`src/design/itim_defs.svh`:
```
`ifndef ITIM_DEFS_SVH
`define ITIM_DEFS_SVH

// sets per bank, power of two.
`define ITIM_DEPTH 16
// banks, also words per line.
`define ITIM_WIDTH 4

// cacheable byte window, top excluded.
`define ITIM_BASE_ADDR 32'h0000_0100
`define ITIM_TOP_ADDR 32'h0000_0300

`define IMEM_WORDS 256
`define IMEM_LATENCY 2

`define ITIM_SET_BITS $clog2(`ITIM_DEPTH)
`define ITIM_BANK_BITS $clog2(`ITIM_WIDTH)
`define ITIM_TAG_BITS (30 - `ITIM_SET_BITS - `ITIM_BANK_BITS)

`endif

```
`src/design/itim_pkg.sv`:
```
`include "itim_defs.svh"

package itim_pkg;

  typedef struct packed {
    logic [`ITIM_TAG_BITS-1:0]  tag;
    logic [`ITIM_SET_BITS-1:0]  set;
    logic [`ITIM_BANK_BITS-1:0] bank;
    logic [1:0]                 offset;
  } itim_addr_fields_t;

  // fetch address seen raw or split for lookup.
  typedef union packed {
    logic [31:0]       raw;
    itim_addr_fields_t f;
  } itim_addr_u;

  typedef struct packed {
    logic                      lock;
    logic [`ITIM_TAG_BITS-1:0] tag;
    logic [31:0]               data;
  } itim_entry_t;

  typedef struct packed {
    logic                      wen;
    logic [`ITIM_SET_BITS-1:0] waddr;
    logic [`ITIM_SET_BITS-1:0] raddr;
    itim_entry_t               wdata;
  } itim_ram_in_t;

  typedef struct packed {
    itim_entry_t rdata;
  } itim_ram_out_t;

  typedef struct packed {
    logic        valid;
    logic        fence;
    logic [31:0] addr;
  } fetch_req_t;

  typedef struct packed {
    logic        ready;
    logic [63:0] rdata;   // word at addr in the low half.
  } fetch_rsp_t;

  typedef struct packed {
    logic        valid;
    logic [31:0] addr;
  } mem_req_t;

  typedef struct packed {
    logic        ready;
    logic [31:0] rdata;
  } mem_rsp_t;

  typedef struct packed {
    logic                           en;
    logic [$clog2(`IMEM_WORDS)-1:0] addr;   // word index.
    logic [31:0]                    data;
  } load_req_t;

endpackage

```
`src/design/itim.sv`:
```
`timescale 1ns/10ps
`include "itim_defs.svh"

module itim (
  input  logic                 clock,
  input  logic                 reset,
  input  itim_pkg::fetch_req_t fetch_req,
  output itim_pkg::fetch_rsp_t fetch_rsp,
  output itim_pkg::mem_req_t   mem_req,
  input  itim_pkg::mem_rsp_t   mem_rsp
);

  itim_pkg::itim_ram_in_t  ram_in [`ITIM_WIDTH];
  itim_pkg::itim_ram_out_t ram_out [`ITIM_WIDTH];

  itim_ctrl ctrl_i (
    .clock     (clock),
    .reset     (reset),
    .fetch_req (fetch_req),
    .fetch_rsp (fetch_rsp),
    .ram_in    (ram_in),
    .ram_out   (ram_out),
    .mem_req   (mem_req),
    .mem_rsp   (mem_rsp)
  );

  // one ram per word position in a line.
  for (genvar i = 0; i < `ITIM_WIDTH; i++) begin : g_bank
    itim_ram ram_i (
      .clock   (clock),
      .ram_in  (ram_in[i]),
      .ram_out (ram_out[i])
    );
  end

endmodule

```
`src/design/itim_ctrl.sv`:
```
`timescale 1ns/10ps
`include "itim_defs.svh"

module itim_ctrl (
  input  logic                    clock,
  input  logic                    reset,
  input  itim_pkg::fetch_req_t    fetch_req,
  output itim_pkg::fetch_rsp_t    fetch_rsp,
  output itim_pkg::itim_ram_in_t  ram_in [`ITIM_WIDTH],
  input  itim_pkg::itim_ram_out_t ram_out [`ITIM_WIDTH],
  output itim_pkg::mem_req_t      mem_req,
  input  itim_pkg::mem_rsp_t      mem_rsp
);

  localparam int unsigned bank_bits = `ITIM_BANK_BITS;

  localparam logic [1:0] st_hit = 2'd0;   // idle, serves hits.
  localparam logic [1:0] st_miss = 2'd1;   // fill from backing memory.
  localparam logic [1:0] st_load = 2'd2;   // bypass, no write.
  localparam logic [1:0] st_fence = 2'd3;

  typedef struct packed {
    logic                 enable;
    logic                 fence;
    itim_pkg::itim_addr_u addr0;
    itim_pkg::itim_addr_u addr1;
  } front_t;

  typedef struct packed {
    logic [1:0]                state;
    logic                      second;   // waiting on the addr+4 word.
    logic                      fill0;
    logic                      fill1;
    itim_pkg::itim_addr_u      addr0;
    itim_pkg::itim_addr_u      addr1;
    logic [`ITIM_SET_BITS-1:0] fence_set;
    logic [31:0]               low_word;
  } back_t;

  front_t front_q;
  front_t front_d;
  back_t  back_q;
  back_t  back_d;

  itim_pkg::itim_entry_t      entry0;
  itim_pkg::itim_entry_t      entry1;
  logic                       in_window;
  logic                       clear;
  logic                       wr_en;
  logic [`ITIM_BANK_BITS-1:0] wr_bank;
  logic [`ITIM_SET_BITS-1:0]  wr_set;
  itim_pkg::itim_entry_t      wr_entry;

  always_comb begin
    front_d = front_q;
    front_d.enable = fetch_req.valid;
    front_d.fence = fetch_req.valid & fetch_req.fence;
    if (fetch_req.valid) begin
      front_d.addr0.raw = fetch_req.addr;
      front_d.addr1.raw = fetch_req.addr + 32'd4;
    end
  end

  // consecutive words never share a bank.
  assign entry0 = ram_out[front_q.addr0.f.bank].rdata;
  assign entry1 = ram_out[front_q.addr1.f.bank].rdata;

  assign in_window = (front_q.addr0.raw >= `ITIM_BASE_ADDR) &&
                     (front_q.addr0.raw < `ITIM_TOP_ADDR) &&
                     (front_q.addr1.raw >= `ITIM_BASE_ADDR) &&
                     (front_q.addr1.raw < `ITIM_TOP_ADDR);

  always_comb begin
    back_d = back_q;
    fetch_rsp.ready = 1'b0;
    fetch_rsp.rdata = '0;
    clear = 1'b0;
    wr_en = 1'b0;
    wr_bank = back_q.addr0.f.bank;
    wr_set = back_q.addr0.f.set;
    wr_entry = '0;

    case (back_q.state)
      st_hit: begin
        if (front_q.enable) begin
          back_d.addr0 = front_q.addr0;
          back_d.addr1 = front_q.addr1;
          back_d.second = 1'b0;
          back_d.fill0 = ~entry0.lock;   // locked entries are kept.
          back_d.fill1 = ~entry1.lock;
          if (front_q.fence) begin
            back_d.state = st_fence;
            back_d.fence_set = '0;
          end else if (!in_window) begin
            back_d.state = st_load;
          end else if (!entry0.lock || !entry1.lock) begin
            back_d.state = st_miss;
          end else if ((entry0.tag != front_q.addr0.f.tag) ||
                       (entry1.tag != front_q.addr1.f.tag)) begin
            back_d.state = st_load;
          end else begin
            fetch_rsp.ready = 1'b1;
            fetch_rsp.rdata = {entry1.data, entry0.data};
          end
        end
      end

      st_miss, st_load: begin
        if (mem_rsp.ready) begin
          wr_entry.lock = 1'b1;
          wr_entry.data = mem_rsp.rdata;
          if (back_q.second) begin
            wr_bank = back_q.addr1.f.bank;
            wr_set = back_q.addr1.f.set;
            wr_entry.tag = back_q.addr1.f.tag;
            wr_en = (back_q.state == st_miss) && back_q.fill1;
            fetch_rsp.ready = 1'b1;
            fetch_rsp.rdata = {mem_rsp.rdata, back_q.low_word};
            back_d.second = 1'b0;
            back_d.state = st_hit;
          end else begin
            wr_entry.tag = back_q.addr0.f.tag;
            wr_en = (back_q.state == st_miss) && back_q.fill0;
            back_d.low_word = mem_rsp.rdata;
            back_d.second = 1'b1;
          end
        end
      end

      default: begin
        // one set of every bank per cycle.
        clear = 1'b1;
        if (&back_q.fence_set) begin
          fetch_rsp.ready = 1'b1;
          back_d.state = st_hit;
        end else begin
          back_d.fence_set = back_q.fence_set + 1'b1;
        end
      end
    endcase
  end

  always_comb begin
    for (int i = 0; i < `ITIM_WIDTH; i++) begin
      // read ports follow the incoming request.
      if (front_d.addr1.f.bank == bank_bits'(i)) begin
        ram_in[i].raddr = front_d.addr1.f.set;
      end else begin
        ram_in[i].raddr = front_d.addr0.f.set;
      end
      ram_in[i].wen = clear | (wr_en & (wr_bank == bank_bits'(i)));
      if (clear) begin
        ram_in[i].waddr = back_q.fence_set;
        ram_in[i].wdata = '0;
      end else begin
        ram_in[i].waddr = wr_set;
        ram_in[i].wdata = wr_entry;
      end
    end
  end

  // held until the word returns, then advanced to addr+4.
  assign mem_req.valid = (back_q.state == st_miss) || (back_q.state == st_load);
  assign mem_req.addr = back_q.second ? back_q.addr1.raw : back_q.addr0.raw;

  always_ff @(posedge clock) begin
    if (!reset) begin
      front_q <= '0;
      back_q <= '0;   // st_hit.
    end else begin
      front_q <= front_d;
      back_q <= back_d;
    end
  end

endmodule

```
`src/design/itim_ram.sv`:
```
`timescale 1ns/10ps
`include "itim_defs.svh"

module itim_ram (
  input  logic                    clock,
  input  itim_pkg::itim_ram_in_t  ram_in,
  output itim_pkg::itim_ram_out_t ram_out
);

  itim_pkg::itim_entry_t ram_array [`ITIM_DEPTH] = '{default: '0};

  logic [`ITIM_SET_BITS-1:0] raddr_q = '0;

  always_ff @(posedge clock) begin
    raddr_q <= ram_in.raddr;
    if (ram_in.wen) begin
      ram_array[ram_in.waddr] <= ram_in.wdata;
    end
  end

  // data follows the registered address.
  assign ram_out.rdata = ram_array[raddr_q];

endmodule

```
`config.mk`:
```
export PLATFORM = sky130hd
export DESIGN_NAME = itim
export DESIGN_NICKNAME = d
export VERILOG_FILES = /design/src/design/itim_pkg.sv /design/src/design/itim.sv /design/src/design/itim_ctrl.sv /design/src/design/itim_ram.sv
export VERILOG_INCLUDE_DIRS = /design/src /design/src/design
export SDC_FILE = /design/constraint.sdc
export NUM_CORES = 2
export LEC_CHECK = 0
export ABC_CLOCK_PERIOD_IN_PS = 13400
export BUFFER_PORTS_ARGS = -buffer_cell sky130_fd_sc_hd__buf_2
export CAP_MARGIN = 30
export CORE_MARGIN = 2
export CORE_UTILIZATION = 55
export DETAILED_ROUTE_END_ITERATION = 12
export PLACE_DENSITY = 0.73
export SYNTH_ARGS = -nofsm -noshare
export SYNTH_HDL_FRONTEND = slang
export SYNTH_HIERARCHICAL = 1
export SYNTH_SLANG_ARGS = --single-unit
```
`constraint.sdc`:
```
create_clock -name clock -period 13.4 [get_ports clock]
set_input_delay 2.68 -clock clock [delete_from_list [all_inputs] [get_ports clock]]
set_output_delay 2.68 -clock clock [all_outputs]
set_load 0.02 [all_outputs]
```
==> summary.md <==
The number of cells on the worst reg-to-reg path is 12, and the synthesis warning total is 6. Dividing the detail-routed via count by the number of cells gives 6.88. Delay of the slowest critical-path stage: 0.72 ns.

For this run, the leading register cell type out of synthesis is edfxtp_1. The count of buffers added on input and output ports is 166. VDD sags by at most 0.123 mV.

Setup total negative slack on the finished layout was measured at 0 ns. The startpoint identified for the worst register-to-register timing path is ctrl_i/back_q[103]. Buffers added to address setup during post-CTS repair amount to 0. For the number of antenna violations at the first check in global routing, the log shows 23.

The unique cell type count in the Yosys netlist is 51. For this run, asynchronously set or reset flops after synthesis account for 0%. The total routing usage reported by global routing is 30.0%. The largest family of logic cells by synthesized area is multiplexers. The tools report the maximum count of clock buffers along a single path as 4.

The count of mapped cells out of synthesis is 7228. The slew at the pin closest to its max-slew limit was 1.03 ns. The run gives 0 as the total overflow reported by the global router. The design draws 25900 uW.

The number of sinks driven by the clock tree was 3831; the minimum clock period was 9.89 ns. After detailed placement, the total cell area comes to 156000 sq um. The type of destination of the critical path was an output port. The share of the synthesized netlist area taken by xor and xnor gates is 0.465%, and the routed length per placed instance is 36.8 um.

The depth of the worst hold-timing path came out at 2. TritonCTS built the clock tree. The starting density of the core was 55.2%; the peak fanout along the critical path was 100.

Setup repair after global routing left no endpoint under its margin. Of the cells placed in the final design, the portion with a size suffix greater than 1 is 29.3%. The run gives 29.8% as the worst slew margin relative to its limit.

The worst register-to-register path ends at g_bank[3].ram_i/ram_array[8][42]. The vertical extent of the die is 527 um, and the mux cell area share after synthesis is 16.0%. The wire-length estimate of the detail-placed layout is 237 mm. The tools report the hold path startpoint as ctrl_i/front_q[32]. Hold repair after CTS inserted 0 buffers.

The clock arrives with 0.0981 ns of skew. The run gives 0 as the final number of hold-violating endpoints. The tools report the destination of the worst hold path as ctrl_i/back_q[68]. The clock-pin slew reported for the worst setup and hold paths after clock tree synthesis came out at 0.06 ns. Buffers inserted during clock tree synthesis total 376. Boundary pin count: 167.

The run gives 0 as the DRC violation count after routing. Entering global routing, the biggest net connects 101 pins. The total routed wirelength was 419 mm; the number of detailed-routing iterations run before antenna repair was 6. Gates resized during post-CTS repair numbered 0. The analysis attributes to cell leakage a power of 0.0544 uW. Summing the areas of all compound-gate instances in the mapped netlist gives 3.43% of the synthesized area. Worst hold slack after final layout: 0.435 ns. The logs give 0.96 ns for the worst-skew pair later-pin latency and 61.9% for the share of the core filled with cells. STA puts the critical path data arrival time at 7.21 ns. The via count of the first global-routing pass came out at 77.1k. For the worst setup path, the data required time is 10.72 ns. The run gives 192 as the number of placement rows. The final instance area is 169000 sq um, and the post-route fraction of the period consumed by the critical path is 73.8%. Number of storage elements in the synthesis netlist: 3831.

In this run the mean area of a mapped cell was 20.8 sq um. The first global-routing pass estimated 585 mm of wire. For the DRC violation total after the first TritonRoute iteration, the log shows 13.2k. The routability-driven placement congestion ratio was 0.946. The number of enable-type register cells in the synthesized netlist was 3648; the register-to-register setup slack was 7.44 ns. Traced cell by cell, the critical path runs through buf_12 > buf_4 > mux4_2 > a22oi_1 > nand2_1 > mux4_2 > xnor2_1 > nand2_1 > or3_1 > or4_1 > or4b_4 > buf_4 > o21ai_2 > buf_2. After the last flow step, the layout net total stands at 7531.

The share of the Yosys chip area taken by registers is 75.1%. The count of max-cap constraint violations was 0. The class of the tightest hold or removal check is flip-flop to flip-flop. The floorplan step defined a die boundary enclosing 278000 sq um.

After Yosys synthesis, and, or, nand and nor cells account for 2.47% of the synthesized area. The count of pins over their slew limit was 0. The library cells used most frequently in the layout, excluding fill and tap cells, are 3648 x edfxtp_1, 1022 x mux4_2, 539 x nand2_1, 456 x a22oi_1, 378 x clkbuf_16. The flow ran to the end, and the final reports show no timing, DRC or antenna violations. The count of nets left with antenna violations once routing finished came out at 0.

STA classifies the critical path startpoint as a flip-flop. The area growth from synthesis to layout is 12.2%. Across all layers, the routed design uses 78.2k vias. The critical path start-end classification was flip-flop to output port. The adder and majority cell fraction of the synthesized area was 0.0415%; the count of H-tree levels built during CTS was 5. CTS placed an instance of clkbuf_16 at the clock tree root. The die is 527 um wide.

Derived from the worst setup path, the maximum achievable clock frequency is 101 MHz. Setup violations remaining at the end of the flow were counted as 0. The net count after synthesis came out at 7302.

The cell area that synthesis handed to floorplanning was 151000 sq um. Power spread over the standard cell area amounts to 153 nW/um^2. Most common cell after layout, fill and taps aside: edfxtp_1. For this design, the slowest cell found on the critical path is buf_4. The area of the core is 273000 sq um.
==> layer usage <==
| metal | vias up | track usage [%] | routed length, um |
|---|---|---|---|
| li1 | 30200 | - | - |
| met1 | 41100 | 40.8 | 145000 |
| met2 | 5985 | 46.0 | 196000 |
| met3 | 943 | 7.73 | 56400 |
| met4 | 6 | 13.9 | 22100 |
| met5 | - | 0 | 46 |
==> kinds of logic (layout without fill, tap and decap cells) <==
| kind of cell | count (synthesis) | after routing |
|---|---|---|
| compound gates | 677 | 677 |
| mux | 1125 | 1125 |
| other cells | 0 | 15 |
| simple gates | 842 | 842 |
| buf+inv | 668 | 1214 |
| xor+xnor | 80 | 80 |
| fa+ha+maj | 5 | 5 |
| flops | 3831 | 3831 |
==> synth_stat cells, types with 25 or more instances <==
library cell	number	area, sq um
buf_1	55	206
dfxtp_1	183	3660
inv_1	77	289
nor2b_1	44	275
o21ai_2	60	526
nor2_1	70	263
mux2_2	38	428
edfxtp_1	3648	110000
buf_4	273	2050
xnor2_1	55	482
xor2_1	25	219
and2_1	67	419
a22oi_1	456	3420
a21boi_0	99	743
clkbuf_1	219	822
nand2_1	540	2030
mux2i_1	65	651
mux4_2	1022	23000
==> registers in the layout, indices dropped and copies added (netlist names), named ones only <==
register,count
g_bank.ram_i/ram_array,3648
ctrl_i/front_q,64
ctrl_i/back_q,103
==> stage by stage <==
step | worst slack, ns | cells
3_3_place_gp | 4.48 | 10600
3_5_place_dp | 4.39 | 10600
4_1_cts | 3.36 | 11300
5_1_grt | 3.00 | 11400
6_report | 3.51 | 11400
2_1_floorplan | 4.53 | 7228
==> worst max-delay path: cells and delay by family, from the launching register on <==
family          cells  cell delay, ns
flops               1            0.69
mux                 2            1.06
simple gates        5            1.66
compound gates      2            0.52
buf+inv             4            2.04
xor+xnor            1            0.14
==> area by class of cell <==
| type | count | area (sq um) |
|---|---|---|
| sequential | 3831 | 113000 |
| fill | 17900 | 104000 |
| multi-input combinational | 2729 | 34400 |
| clock buffer | 451 | 9850 |
| tap | 3589 | 4490 |
| timing repair buffer | 442 | 3940 |
| clock inverter | 244 | 2860 |
| inverter | 77 | 289 |
| antenna | 15 | 37.5 |
==> report_power, final <==
part | internal [uW] | total, uW | leakage, uW | switching [uW]
Clock | 6250 | 10800 | 0.00616 | 4580
Sequential | 13000 | 13100 | 0.0352 | 96.2
Combinational | 784 | 2040 | 0.0131 | 1260
==> worst max-delay path by stage <==
stage / from / end / slack [ns]
after floorplan: mem_rsp[32] / g_bank[0].ram_i/ram_array[0][0] / 4.53
after global placement: flip-flop / fetch_rsp[56] / 4.48
after detailed placement: flip-flop / fetch_rsp[22] / 4.39
after CTS: flip-flop / fetch_rsp[22] / 3.36
after global routing: flip-flop / fetch_rsp[62] / 3.00
final: flip-flop / fetch_rsp[22] / 3.51
Power figures use the tool's default switching activity.
